==> src/logic/axi_bridge_pkg.sv <==
`default_nettype none

package axi_bridge_pkg;

	localparam int DATA_W = 32;
	localparam int ADDR_W = 32;
	localparam int LINE_W = 512; // one dcache line of 16 words

	// AXI burst types
	localparam logic [1:0] BURST_FIXED = 2'b00;
	localparam logic [1:0] BURST_INCR = 2'b01;

	localparam logic [2:0] SIZE_WORD = 3'b010; // 4 bytes per beat

	typedef enum logic [1:0]
	{
		RD_FREE = 2'd0,
		RD_REQ = 2'd1,
		RD_RES = 2'd2,
		RD_FINISH = 2'd3
	} rd_state_t;

	typedef enum logic [2:0]
	{
		WR_FREE = 3'd0,
		WR_REQ = 3'd1,
		WR_DATA = 3'd2,
		WR_RES = 3'd3,
		WR_FINISH = 3'd4
	} wr_state_t;

endpackage

`default_nettype wire

==> src/logic/cache_rd_if.sv <==
`default_nettype none

interface cache_rd_if;
	import axi_bridge_pkg::*;

	logic req; // level held until rdy
	logic [ADDR_W-1:0] addr;
	logic rdy;
	logic ret_valid;
	logic ret_last;
	logic [DATA_W-1:0] ret_data;

	modport cache
	(
		output req,
		output addr,
		input rdy,
		input ret_valid,
		input ret_last,
		input ret_data
	);

	modport bridge
	(
		input req,
		input addr,
		output rdy,
		output ret_valid,
		output ret_last,
		output ret_data
	);

endinterface

`default_nettype wire

==> src/logic/wr_ctrl_if.sv <==
`default_nettype none

interface wr_ctrl_if;

	logic load; // buffer capture during all of WR_REQ
	logic in_data; // data phase
	logic beat_ok; // wvalid and wready
	logic uncached; // single word write to config space
	logic last_beat;

	modport fsm
	(
		output load,
		output in_data,
		output beat_ok,
		output uncached,
		input last_beat
	);

	modport counter
	(
		input in_data,
		input beat_ok,
		output last_beat
	);

	modport buffer
	(
		input load,
		input beat_ok,
		input uncached
	);

endinterface

`default_nettype wire

==> src/logic/rd_fsm.sv <==
`default_nettype none

module rd_fsm #(
	parameter int LINE_WORDS = 16
) (
	input wire clk,
	input wire rst,
	input wire conf_sel,
	cache_rd_if.bridge ic,
	cache_rd_if.bridge dc,
	output logic [3:0] arid,
	output logic [axi_bridge_pkg::ADDR_W-1:0] araddr,
	output logic [3:0] arlen,
	output logic [1:0] arburst,
	output logic arvalid,
	input wire arready,
	input wire [3:0] rid,
	input wire [axi_bridge_pkg::DATA_W-1:0] rdata,
	input wire rlast,
	input wire rvalid
);
	import axi_bridge_pkg::*;

	rd_state_t state;
	rd_state_t state_nx;
	logic idle;
	logic take;
	logic sel_dc; // 0 icache, 1 dcache
	logic single; // config space read of one beat
	logic [ADDR_W-1:0] addr_q;

	assign idle = (state == RD_FREE) || (state == RD_FINISH);

	// a request is taken in the same cycle the cache sees rdy
	assign ic.rdy = idle && arready;
	assign dc.rdy = idle && arready && !ic.req; // icache first
	assign take = idle && arready && (ic.req || dc.req);

	always_ff @(posedge clk)
	begin
		if (!rst)
			state <= RD_FREE;
		else
			state <= state_nx;
	end

	always_comb
	begin
		state_nx = state;
		case (state)
			RD_FREE, RD_FINISH:
				if (take)
					state_nx = RD_REQ;
			RD_REQ:
				if (arready)
					state_nx = RD_RES;
			RD_RES:
				if (rvalid && rlast) // rready is tied high
					state_nx = RD_FINISH;
		endcase
	end

	// the cache may drop req after rdy, so keep the choice
	always_ff @(posedge clk)
	begin
		if (!rst)
		begin
			sel_dc <= 1'b0;
			single <= 1'b0;
		end
		else if (take)
		begin
			sel_dc <= !ic.req;
			single <= !ic.req && conf_sel;
		end
	end

	always_ff @(posedge clk)
	begin
		if (take)
			addr_q <= ic.req ? ic.addr : dc.addr;
	end

	assign arid = {3'b000, sel_dc};
	assign araddr = addr_q;
	assign arlen = single ? 4'd0 : 4'(LINE_WORDS - 1);
	assign arburst = single ? BURST_FIXED : BURST_INCR;
	assign arvalid = (state == RD_REQ);

	// rid[0] names the port of the return
	assign ic.ret_valid = rvalid && !rid[0];
	assign ic.ret_last = rvalid && rlast && !rid[0];
	assign ic.ret_data = rdata;
	assign dc.ret_valid = rvalid && rid[0];
	assign dc.ret_last = rvalid && rlast && rid[0];
	assign dc.ret_data = rdata;

endmodule

`default_nettype wire

==> src/logic/wr_fsm.sv <==
`default_nettype none

module wr_fsm #(
	parameter int LINE_WORDS = 16
) (
	input wire clk,
	input wire rst,
	input wire conf_sel,
	input wire wr_req,
	input wire awready,
	input wire wready,
	input wire bvalid,
	output logic awvalid,
	output logic wvalid,
	output logic wlast,
	output logic [3:0] awlen,
	output logic [1:0] awburst,
	output logic wr_rdy,
	wr_ctrl_if.fsm ctrl
);
	import axi_bridge_pkg::*;

	wr_state_t state;
	wr_state_t state_nx;
	logic idle;
	logic take;
	logic uncached;
	logic beat_ok;
	logic final_beat;

	assign idle = (state == WR_FREE) || (state == WR_FINISH);
	assign wr_rdy = idle && awready;
	assign take = wr_rdy && wr_req;

	assign beat_ok = wvalid && wready;
	assign final_beat = uncached || ctrl.last_beat; // one word when uncached

	always_ff @(posedge clk)
	begin
		if (!rst)
			state <= WR_FREE;
		else
			state <= state_nx;
	end

	always_ff @(posedge clk)
	begin
		if (!rst)
			uncached <= 1'b0;
		else if (take)
			uncached <= conf_sel; // write mode for the whole burst
	end

	always_comb
	begin
		state_nx = state;
		case (state)
			WR_FREE, WR_FINISH:
				if (take)
					state_nx = WR_REQ;
			WR_REQ:
				if (awready)
					state_nx = WR_DATA;
			WR_DATA:
				if (beat_ok && final_beat)
					state_nx = WR_RES;
			WR_RES:
				if (bvalid) // bready tied high
					state_nx = WR_FINISH;
			default:
				state_nx = WR_FREE;
		endcase
	end

	assign awvalid = (state == WR_REQ);
	assign awlen = uncached ? 4'd0 : 4'(LINE_WORDS - 1);
	assign awburst = uncached ? BURST_FIXED : BURST_INCR;
	assign wvalid = (state == WR_DATA);
	assign wlast = wvalid && final_beat;

	assign ctrl.load = (state == WR_REQ);
	assign ctrl.in_data = (state == WR_DATA);
	assign ctrl.beat_ok = beat_ok;
	assign ctrl.uncached = uncached;

endmodule

`default_nettype wire

==> src/logic/beat_counter.sv <==
`default_nettype none

module beat_counter #(
	parameter int LINE_WORDS = 16
) (
	input wire clk,
	input wire rst,
	wr_ctrl_if.counter ctrl
);

	localparam int CNT_W = (LINE_WORDS > 1) ? $clog2(LINE_WORDS) : 1;

	logic [CNT_W-1:0] cnt;

	always_ff @(posedge clk)
	begin
		if (!rst)
			cnt <= '0;
		else if (!ctrl.in_data)
			cnt <= '0; // cleared outside the data phase
		else if (ctrl.beat_ok)
			cnt <= cnt + 1'b1;
	end

	// holds while wready is low
	assign ctrl.last_beat = (cnt == CNT_W'(LINE_WORDS - 1));

endmodule

`default_nettype wire

==> src/logic/wr_line_buffer.sv <==
`default_nettype none

module wr_line_buffer #(
	parameter int LINE_WORDS = 16
) (
	input wire clk,
	input wire rst,
	input wire [LINE_WORDS*axi_bridge_pkg::DATA_W-1:0] line_in,
	input wire [axi_bridge_pkg::DATA_W-1:0] word_in,
	output logic [axi_bridge_pkg::DATA_W-1:0] wdata,
	wr_ctrl_if.buffer ctrl
);
	import axi_bridge_pkg::*;

	localparam int BUF_W = LINE_WORDS * DATA_W;

	logic [BUF_W-1:0] line_q;
	logic [DATA_W-1:0] word_q;

	always_ff @(posedge clk)
	begin
		if (!rst)
		begin
			line_q <= '0;
			word_q <= '0;
		end
		else if (ctrl.load)
		begin
			line_q <= line_in;
			word_q <= word_in;
		end
		else if (ctrl.beat_ok)
			line_q <= line_q >> DATA_W; // next word down to the bottom
	end

	// lowest word goes out first
	assign wdata = ctrl.uncached ? word_q : line_q[DATA_W-1:0];

endmodule

`default_nettype wire

==> src/logic/axi_sram_bridge.sv <==
`default_nettype none

module axi_sram_bridge #(
	parameter int LINE_WORDS = axi_bridge_pkg::LINE_W / axi_bridge_pkg::DATA_W
) (
	input wire clk,
	input wire rst, // low active
	input wire conf_sel,
	// read address
	output logic [3:0] arid,
	output logic [axi_bridge_pkg::ADDR_W-1:0] araddr,
	output logic [3:0] arlen,
	output logic [2:0] arsize,
	output logic [1:0] arburst,
	output logic [1:0] arlock,
	output logic [3:0] arcache,
	output logic [2:0] arprot,
	output logic arvalid,
	input wire arready,
	// read data
	input wire [3:0] rid,
	input wire [axi_bridge_pkg::DATA_W-1:0] rdata,
	input wire rlast,
	input wire rvalid,
	output logic rready,
	// write address
	output logic [3:0] awid,
	output logic [axi_bridge_pkg::ADDR_W-1:0] awaddr,
	output logic [3:0] awlen,
	output logic [2:0] awsize,
	output logic [1:0] awburst,
	output logic [1:0] awlock,
	output logic [3:0] awcache,
	output logic [2:0] awprot,
	output logic awvalid,
	input wire awready,
	// write data and response
	output logic [3:0] wid,
	output logic [axi_bridge_pkg::DATA_W-1:0] wdata,
	output logic [3:0] wstrb,
	output logic wlast,
	output logic wvalid,
	input wire wready,
	input wire bvalid,
	output logic bready,
	// icache read
	input wire ic_rd_req,
	input wire [axi_bridge_pkg::ADDR_W-1:0] ic_rd_addr,
	output logic ic_rd_rdy,
	output logic ic_ret_valid,
	output logic ic_ret_last,
	output logic [axi_bridge_pkg::DATA_W-1:0] ic_ret_data,
	// dcache read
	input wire dc_rd_req,
	input wire [axi_bridge_pkg::ADDR_W-1:0] dc_rd_addr,
	output logic dc_rd_rdy,
	output logic dc_ret_valid,
	output logic dc_ret_last,
	output logic [axi_bridge_pkg::DATA_W-1:0] dc_ret_data,
	// dcache write
	input wire dc_wr_req,
	input wire [axi_bridge_pkg::ADDR_W-1:0] dc_wr_addr,
	input wire [3:0] dc_wr_wstrb,
	input wire [LINE_WORDS*axi_bridge_pkg::DATA_W-1:0] dc_wr_data,
	input wire [axi_bridge_pkg::DATA_W-1:0] dc_uncache_wr_data,
	output logic dc_wr_rdy
);
	import axi_bridge_pkg::*;

	cache_rd_if ic_if ();
	cache_rd_if dc_if ();
	wr_ctrl_if wr_ctrl ();

	// fixed AXI fields
	assign arsize = SIZE_WORD;
	assign arlock = 2'b00;
	assign arcache = 4'b0000;
	assign arprot = 3'b000;
	assign rready = 1'b1;
	assign awid = 4'd1;
	assign awsize = SIZE_WORD;
	assign awlock = 2'b00;
	assign awcache = 4'b0000;
	assign awprot = 3'b000;
	assign wid = 4'd1;
	assign bready = 1'b1;

	assign awaddr = dc_wr_addr;
	assign wstrb = dc_wr_wstrb;

	assign ic_if.req = ic_rd_req;
	assign ic_if.addr = ic_rd_addr;
	assign ic_rd_rdy = ic_if.rdy;
	assign ic_ret_valid = ic_if.ret_valid;
	assign ic_ret_last = ic_if.ret_last;
	assign ic_ret_data = ic_if.ret_data;

	assign dc_if.req = dc_rd_req;
	assign dc_if.addr = dc_rd_addr;
	assign dc_rd_rdy = dc_if.rdy;
	assign dc_ret_valid = dc_if.ret_valid;
	assign dc_ret_last = dc_if.ret_last;
	assign dc_ret_data = dc_if.ret_data;

	rd_fsm #(.LINE_WORDS(LINE_WORDS)) u_rd_fsm (
		.clk(clk),
		.rst(rst),
		.conf_sel(conf_sel),
		.ic(ic_if),
		.dc(dc_if),
		.arid(arid),
		.araddr(araddr),
		.arlen(arlen),
		.arburst(arburst),
		.arvalid(arvalid),
		.arready(arready),
		.rid(rid),
		.rdata(rdata),
		.rlast(rlast),
		.rvalid(rvalid)
	);

	wr_fsm #(.LINE_WORDS(LINE_WORDS)) u_wr_fsm (
		.clk(clk),
		.rst(rst),
		.conf_sel(conf_sel),
		.wr_req(dc_wr_req),
		.awready(awready),
		.wready(wready),
		.bvalid(bvalid),
		.awvalid(awvalid),
		.wvalid(wvalid),
		.wlast(wlast),
		.awlen(awlen),
		.awburst(awburst),
		.wr_rdy(dc_wr_rdy),
		.ctrl(wr_ctrl)
	);

	beat_counter #(.LINE_WORDS(LINE_WORDS)) u_beat_counter (
		.clk(clk),
		.rst(rst),
		.ctrl(wr_ctrl)
	);

	wr_line_buffer #(.LINE_WORDS(LINE_WORDS)) u_wr_line_buffer (
		.clk(clk),
		.rst(rst),
		.line_in(dc_wr_data),
		.word_in(dc_uncache_wr_data),
		.wdata(wdata),
		.ctrl(wr_ctrl)
	);

endmodule

`default_nettype wire

==> config.mk <==
export PLATFORM = sky130hd
export DESIGN_NAME = axi_sram_bridge
export DESIGN_NICKNAME = d
export VERILOG_FILES = /design/src/logic/axi_bridge_pkg.sv /design/src/logic/cache_rd_if.sv /design/src/logic/wr_ctrl_if.sv /design/src/logic/rd_fsm.sv /design/src/logic/wr_fsm.sv /design/src/logic/beat_counter.sv /design/src/logic/wr_line_buffer.sv /design/src/logic/axi_sram_bridge.sv
export SDC_FILE = /design/constraint.sdc
export NUM_CORES = 1
export LEC_CHECK = 0
export BUFFER_PORTS_ARGS = -buffer_cell sky130_fd_sc_hd__buf_2
export CORE_AREA = 2 2 355 357
export CTS_CLUSTER_SIZE = 16
export DETAILED_ROUTE_END_ITERATION = 8
export DIE_AREA = 0 0 357 359
export GPL_TIMING_DRIVEN = 0
export PLACE_DENSITY = 0.37
export SLEW_MARGIN = 5
export SYNTH_ARGS = -nofsm -noshare
export SYNTH_HDL_FRONTEND = slang
export SYNTH_SLANG_ARGS = --single-unit
==> constraint.sdc <==
create_clock -name clk -period 6.3 [get_ports clk]
set_clock_uncertainty 0.15 [all_clocks]
set_input_delay 0.315 -clock clk [delete_from_list [all_inputs] [get_ports clk]]
set_output_delay 0.315 -clock clk [all_outputs]
set_load 0.05 [all_outputs]
; ---- Word level (Yosys, flattened, before mapping)
; Cells that the tools add are included.
[word_totals]
reg_bits = 588
output_inout_bits = 225
wordCells = 70
[op_classes]
add_sub_neg = 1
n_eq_ne = 15
n_mux = 17
n_reduce_logical = 28
[ops]
columns = operator, n
row1 = 512-bit 2-to-1 mux, 2
row2 = 32-bit 2-to-1 mux, 2
row3 = 1-bit logical AND, 14
row4 = 3-bit 2-to-1 mux, 4
row5 = 3-bit one-hot mux with 4 select lines, 1
row6 = "2-bit by 1-bit != test with 1-bit output, second input constant", 5
row7 = 4-bit 2-to-1 mux, 2
row8 = "3-bit by 2-bit equality test with 1-bit output, second input constant", 2
row9 = 2-bit 2-to-1 mux, 3
row10 = 2-bit one-hot mux with 3 select lines, 1
row11 = "4-bit by 1-bit adder with 4-bit output, second input constant", 1
row12 = "2-bit equality test, second input constant", 2
row13 = "4-bit equality test, second input constant", 1
row14 = 1-bit logical OR, 4
row15 = "2-bit != test, second input constant", 2
row16 = 4-bit AND reduction, 1
row17 = 2-bit OR reduction, 2
row18 = "3-bit by 1-bit equality test with 1-bit output, second input constant", 1
row19 = "3-bit equality test, second input constant", 1
row20 = 3-bit zero test, 1
row21 = 3-bit AND reduction, 1
row22 = "2-bit by 1-bit equality test with 1-bit output, second input constant", 1
row23 = 1-bit zero test, 2
row24 = 2-bit zero test, 1
row25 = 3 further kinds, 4

; ---- Longest topological paths before layout
[depth]
depth_word = 6
mapped_depth = 7
mapped_depth_nobuf = 5

; ---- Cells and area by module
; Synthesis repeated with hierarchy kept, for this count alone.
[hier_totals]
cells_unflattened = 2719
area_unflattened_um2 = 32075.8
[by_module_without_submodules]
columns = mod, instances, cells_per_inst, area_per_inst_um2
row1 = wr_line_buffer, 1, 2414, 28863.9
row2 = rd_fsm, 1, 175, 2168.3
row3 = axi_sram_bridge, 1, 72, 533.0
row4 = wr_fsm, 1, 40, 330.3
row5 = beat_counter, 1, 18, 180.2

; ---- Worst setup path after synthesis
; Ideal clock, no wire load.
[synth_path]
kind = register to output
from = register u_wr_fsm.state[1]
to = output wlast
arrival_time_ns = 2.579
t_required_ns = 5.835
slack_ns = 3.256
path_stages_with_launch = 4
path_buffers = 1
path_cell_list = dfxtp_1 > buf_2 > nor3b_1 > nor2b_1
[synth_between]
elab_chain_cells = 2
[synth_rtl]
columns = element, line
row1 = start: declaration, wr_fsm.sv:23  ; wr_state_t state;
row2 = start signal: assignment, wr_fsm.sv:43  ; state <= state_nx;
row3 = 3-bit by 2-bit equality test with 1-bit output, wr_fsm.sv:78  ; assign wvalid = (state == WR_DATA);
row4 = via wvalid, axi_sram_bridge.sv:42  ; output logic wvalid,
row5 = 1-bit logical AND, wr_fsm.sv:79  ; assign wlast = wvalid && final_beat;
row6 = end: declaration, axi_sram_bridge.sv:41  ; output logic wlast,
; The timed path passes the listed nets, and every way through them passes these cells.

; ---- Worst setup path in the final report
[layout_path]
from = register u_wr_fsm.uncached, in the netlist u_wr_fsm.ctrl.uncached
to = output wdata[21] (netlist name)
[layout_between]
elab_chain_cells = 1
[layout_rtl]
columns = element, line
row1 = start: declaration, wr_fsm.sv:27  ; logic uncached;
row2 = start signal: assignment, wr_fsm.sv:51  ; uncached <= conf_sel;
row3 = 32-bit 2-to-1 mux, wr_line_buffer.sv:37  ; assign wdata = ctrl.uncached ? word_q : line_q[DATA_W-1:0];
row4 = end: declaration, axi_sram_bridge.sv:39  ; output logic [axi_bridge_pkg::DATA_W-1:0] wdata,
; No other way between the ends.

==> results.toml <==
[worst_setup_path]
regToRegSetupSlack_ns = 3.80
max_stage_delay_ns = 0.52
critPathLaunchType = "register"
cp.required_ns = 5.83
crit_fanout = 10
critPathCaptureType = "output pin"
worstPathArrival_ns = 2.47
worstPathCellList = "clkbuf_1 > clkbuf_1 > nand2_1 > o21ai_0 > buf_2"
crit_type = "register to output pin"
crit_family = "buffers and inverters"
cpMostUsedCell = "clkbuf_1"
crit_slowest_cell = "clkbuf_1"
cp.buffers_inverters = 3

[layout]
syn2layout_area_growth_pct = 59.93
layout-drive-gt1-share = 0.2886
fin_nets = 4943
fill_cells = 13500

[timing]
tightest_slew_ns = 1.106
hold_violations = 0
rsz0062_at_grt = "false"
maxSlewHeadroom = 0.2629
final.min_clock_period_ns = 2.937
finalSetupTns_ns = 0
clock.fmax_mhz = 340.5
drv_slew = 0
fin_crit_sh = 0.4662
setup_violations = 0

[route]
drtPass1Iterations = 5
wl_per_cell_um = 21.37
drc_errors = 0
ant_nets = 0
drt-initial-drc-count = 1353
via_per_inst = 4.318
vias = 25840
wl_um = 127900

[die]
die-area_mm2 = 0.1282
io_pins = 917
rows = 130
die_x_um = 357
fp.coreArea_mm2 = 0.1246
initial_core_util = 0.1996
die_y_um = 359

[synthesis]
yosys-top-cells-count = "dfxtp_1 (556), a21oi_1 (515), inv_1 (488)"
yosys.area.top_type = "dfxtp_1"
netlist_area_mm2 = 0.02487
ys_types = 43
synth-edff-count = 32
synthCells = 2719
synth_top_area_share = 0.4476
synth.most_common_cell = "dfxtp_1"
synth_ff_type = "dfxtp_1"
yosys_warnings = 0
synth_compound_area_frac = 0.2967
synth_top_family_by_area = "compound AO/OA/AOI/OAI gates"
synth-simple-area-share = 0.02239
synthAdderAreaFrac = 0.001509
syn_area_per_cell_um2 = 9.147
async_flop_share = 0
ys_seq_area_frac = 0.4862
synth.area.mux_share = 0.01529
synth_xor_area_frac = 0.001056
ys_ff_latch = 588
synthTopCellsByArea = "dfxtp_1 (45%), o221ai_1 (17%), a21oi_1 (10%), inv_1 (7.4%), buf_4 (4.8%)"

[power]
vdd.ir_drop.worst_mv = 0.1729
p_leak_nw = 16.03
power.total_w = 0.01132
p_per_area_mw_per_mm2 = 284.5

[grt]
grt_pass1_wl_um = 180700
antenna_found_initial = 35
grt-ovfl-total = 0
grt_max_degree = 32
grt_usage = 0.1914
grt_pass1_vias = 26680

[min_path]
min-delay-path-class = "input port to register"

[cts]
cts_resized = 0
cts.sinks = 588
cts_tree = "built"
cts.reportedPaths.clkPinSlew_ns = 0.05
clk_path_buf_depth = 3
root_buffer = "clkbuf_16"
cts_made_buffers = 76
clock_latency_ns = 0.66
cts_max_level = 3

[placed_design]
gp_congestion = 0.8388
io_buffers = 804
hpwl_um = 101200

[job]
drv_cap = 0

[status]
outcome = "completed"
-- cells by family after synthesis --
logic type | after synthesis
flops | 588
mux | 34
simple gates | 130
xor+xnor | 3
fa+ha+maj | 3
compound gates | 1075
other cells | 2
buf+inv | 884
-- flip-flops by register name, summed over array words and instances, names as in the netlist, 2 cells and up --
| name | count |
|---|---|
| u_wr_line_buffer.word_q | 32 |
| u_wr_fsm.state | 3 |
| u_rd_fsm.araddr | 32 |
| u_wr_line_buffer.line_q | 512 |
| u_beat_counter.cnt | 4 |
| u_rd_fsm.state | 2 |
-- worst reg2reg max path: stages, from the launching register on --
cell       delay (ns)
dfxtp_1          0.31
buf_4            0.16
nand4bb_1        0.39
buf_4            0.35
buf_4            0.22
buf_2            0.21
o221ai_1         0.48
a21oi_1          0.09
-- final cells by class --
type / count / area, µm² / area share
flip-flops and latches: 588 / 12090 / 0.3040
repair buffers: 1414 / 10140 / 0.2549
multi-input cells: 1284 / 8527 / 0.2144
plain buffers: 396 / 2559 / 0.06433
clock buffers: 114 / 2266 / 0.05697
well taps: 1650 / 2064 / 0.05190
inverters: 488 / 1832 / 0.04605
clock inverters: 23 / 225.2 / 0.005662
diodes: 28 / 70.07 / 0.001762
-- timing repair --
| action | in CTS | in global routing |
|---|---|---|
| buffers inserted | 0 | 0 |
| hold buffers | 608 | 1 |
| hold endpoints to repair | 577 | 1 |
-- layer usage --
layer	wire length [µm]	track usage	vias up
met3	6877	0.04152	177
met4	3348	0.05264	16
met5	107	0	-
li1	-	-	12680
met1	55110	0.2339	12220
met2	62430	0.3352	744
-- cells in the final DEF, fill, tap and decap left out, drive strengths merged, types with 2 or more instances in the layout --
cell | synthesis | layout
xor2 | 2 | 2
dlygate4sd3 | 0 | 609
a21oi | 515 | 515
dfxtp | 556 | 556
buf | 289 | 1094
clkbuf | 107 | 221
a32o | 32 | 32
o21ai | 35 | 35
nor2b | 4 | 4
nor3b | 3 | 3
mux2 | 32 | 32
and2 | 3 | 3
nor3 | 2 | 2
diode | 0 | 28
ha | 3 | 3
mux2i | 2 | 2
a211o | 2 | 2
conb | 2 | 39
nand2 | 101 | 101
a22oi | 2 | 2
o221ai | 480 | 480
edfxtp | 32 | 32
clkinv | 0 | 18
inv | 488 | 492
a211oi | 2 | 2
nor2 | 9 | 9
-- worst paths after layout --
kind | from | to | depth (start not counted)
worst max-delay path | u_wr_fsm.ctrl.uncached | wdata[21] | 5
worst min-delay path | dc_wr_data[68] | u_wr_line_buffer.line_q[68] | 3
worst max register to register | u_wr_fsm.state[0] | u_wr_line_buffer.line_q[433] | 7
worst min register to register | u_wr_line_buffer.line_q[287] | u_wr_line_buffer.line_q[287] | 2
-- report_power, final --
group	switching, W	internal, W
clock	0.00184	0.00255
combinational	0.00149	0.000971
sequential	0.000271	0.00420
total	0.00360	0.00771
-- stage by stage --
step / cells / cell area, µm² / hold slack [ns] / utilization / setup WS, ns
after global routing: 5970 / 39740 / 0.004982 / 0.3189 / 3.113
after CTS: 5956 / 39690 / 0.001700 / 0.3186 / 3.247
final: 5985 / 39770 / 0.03190 / 0.3192 / 3.363
after global placement: 5210 / 31100 / 0.2835 / 0.2496 / 3.465
after floorplan: 2756 / 25010 / 0.2749 / - / 3.256
after detailed placement: 5211 / 31120 / 0.2863 / 0.2497 / 3.489
Power figures use the tool's default switching activity.
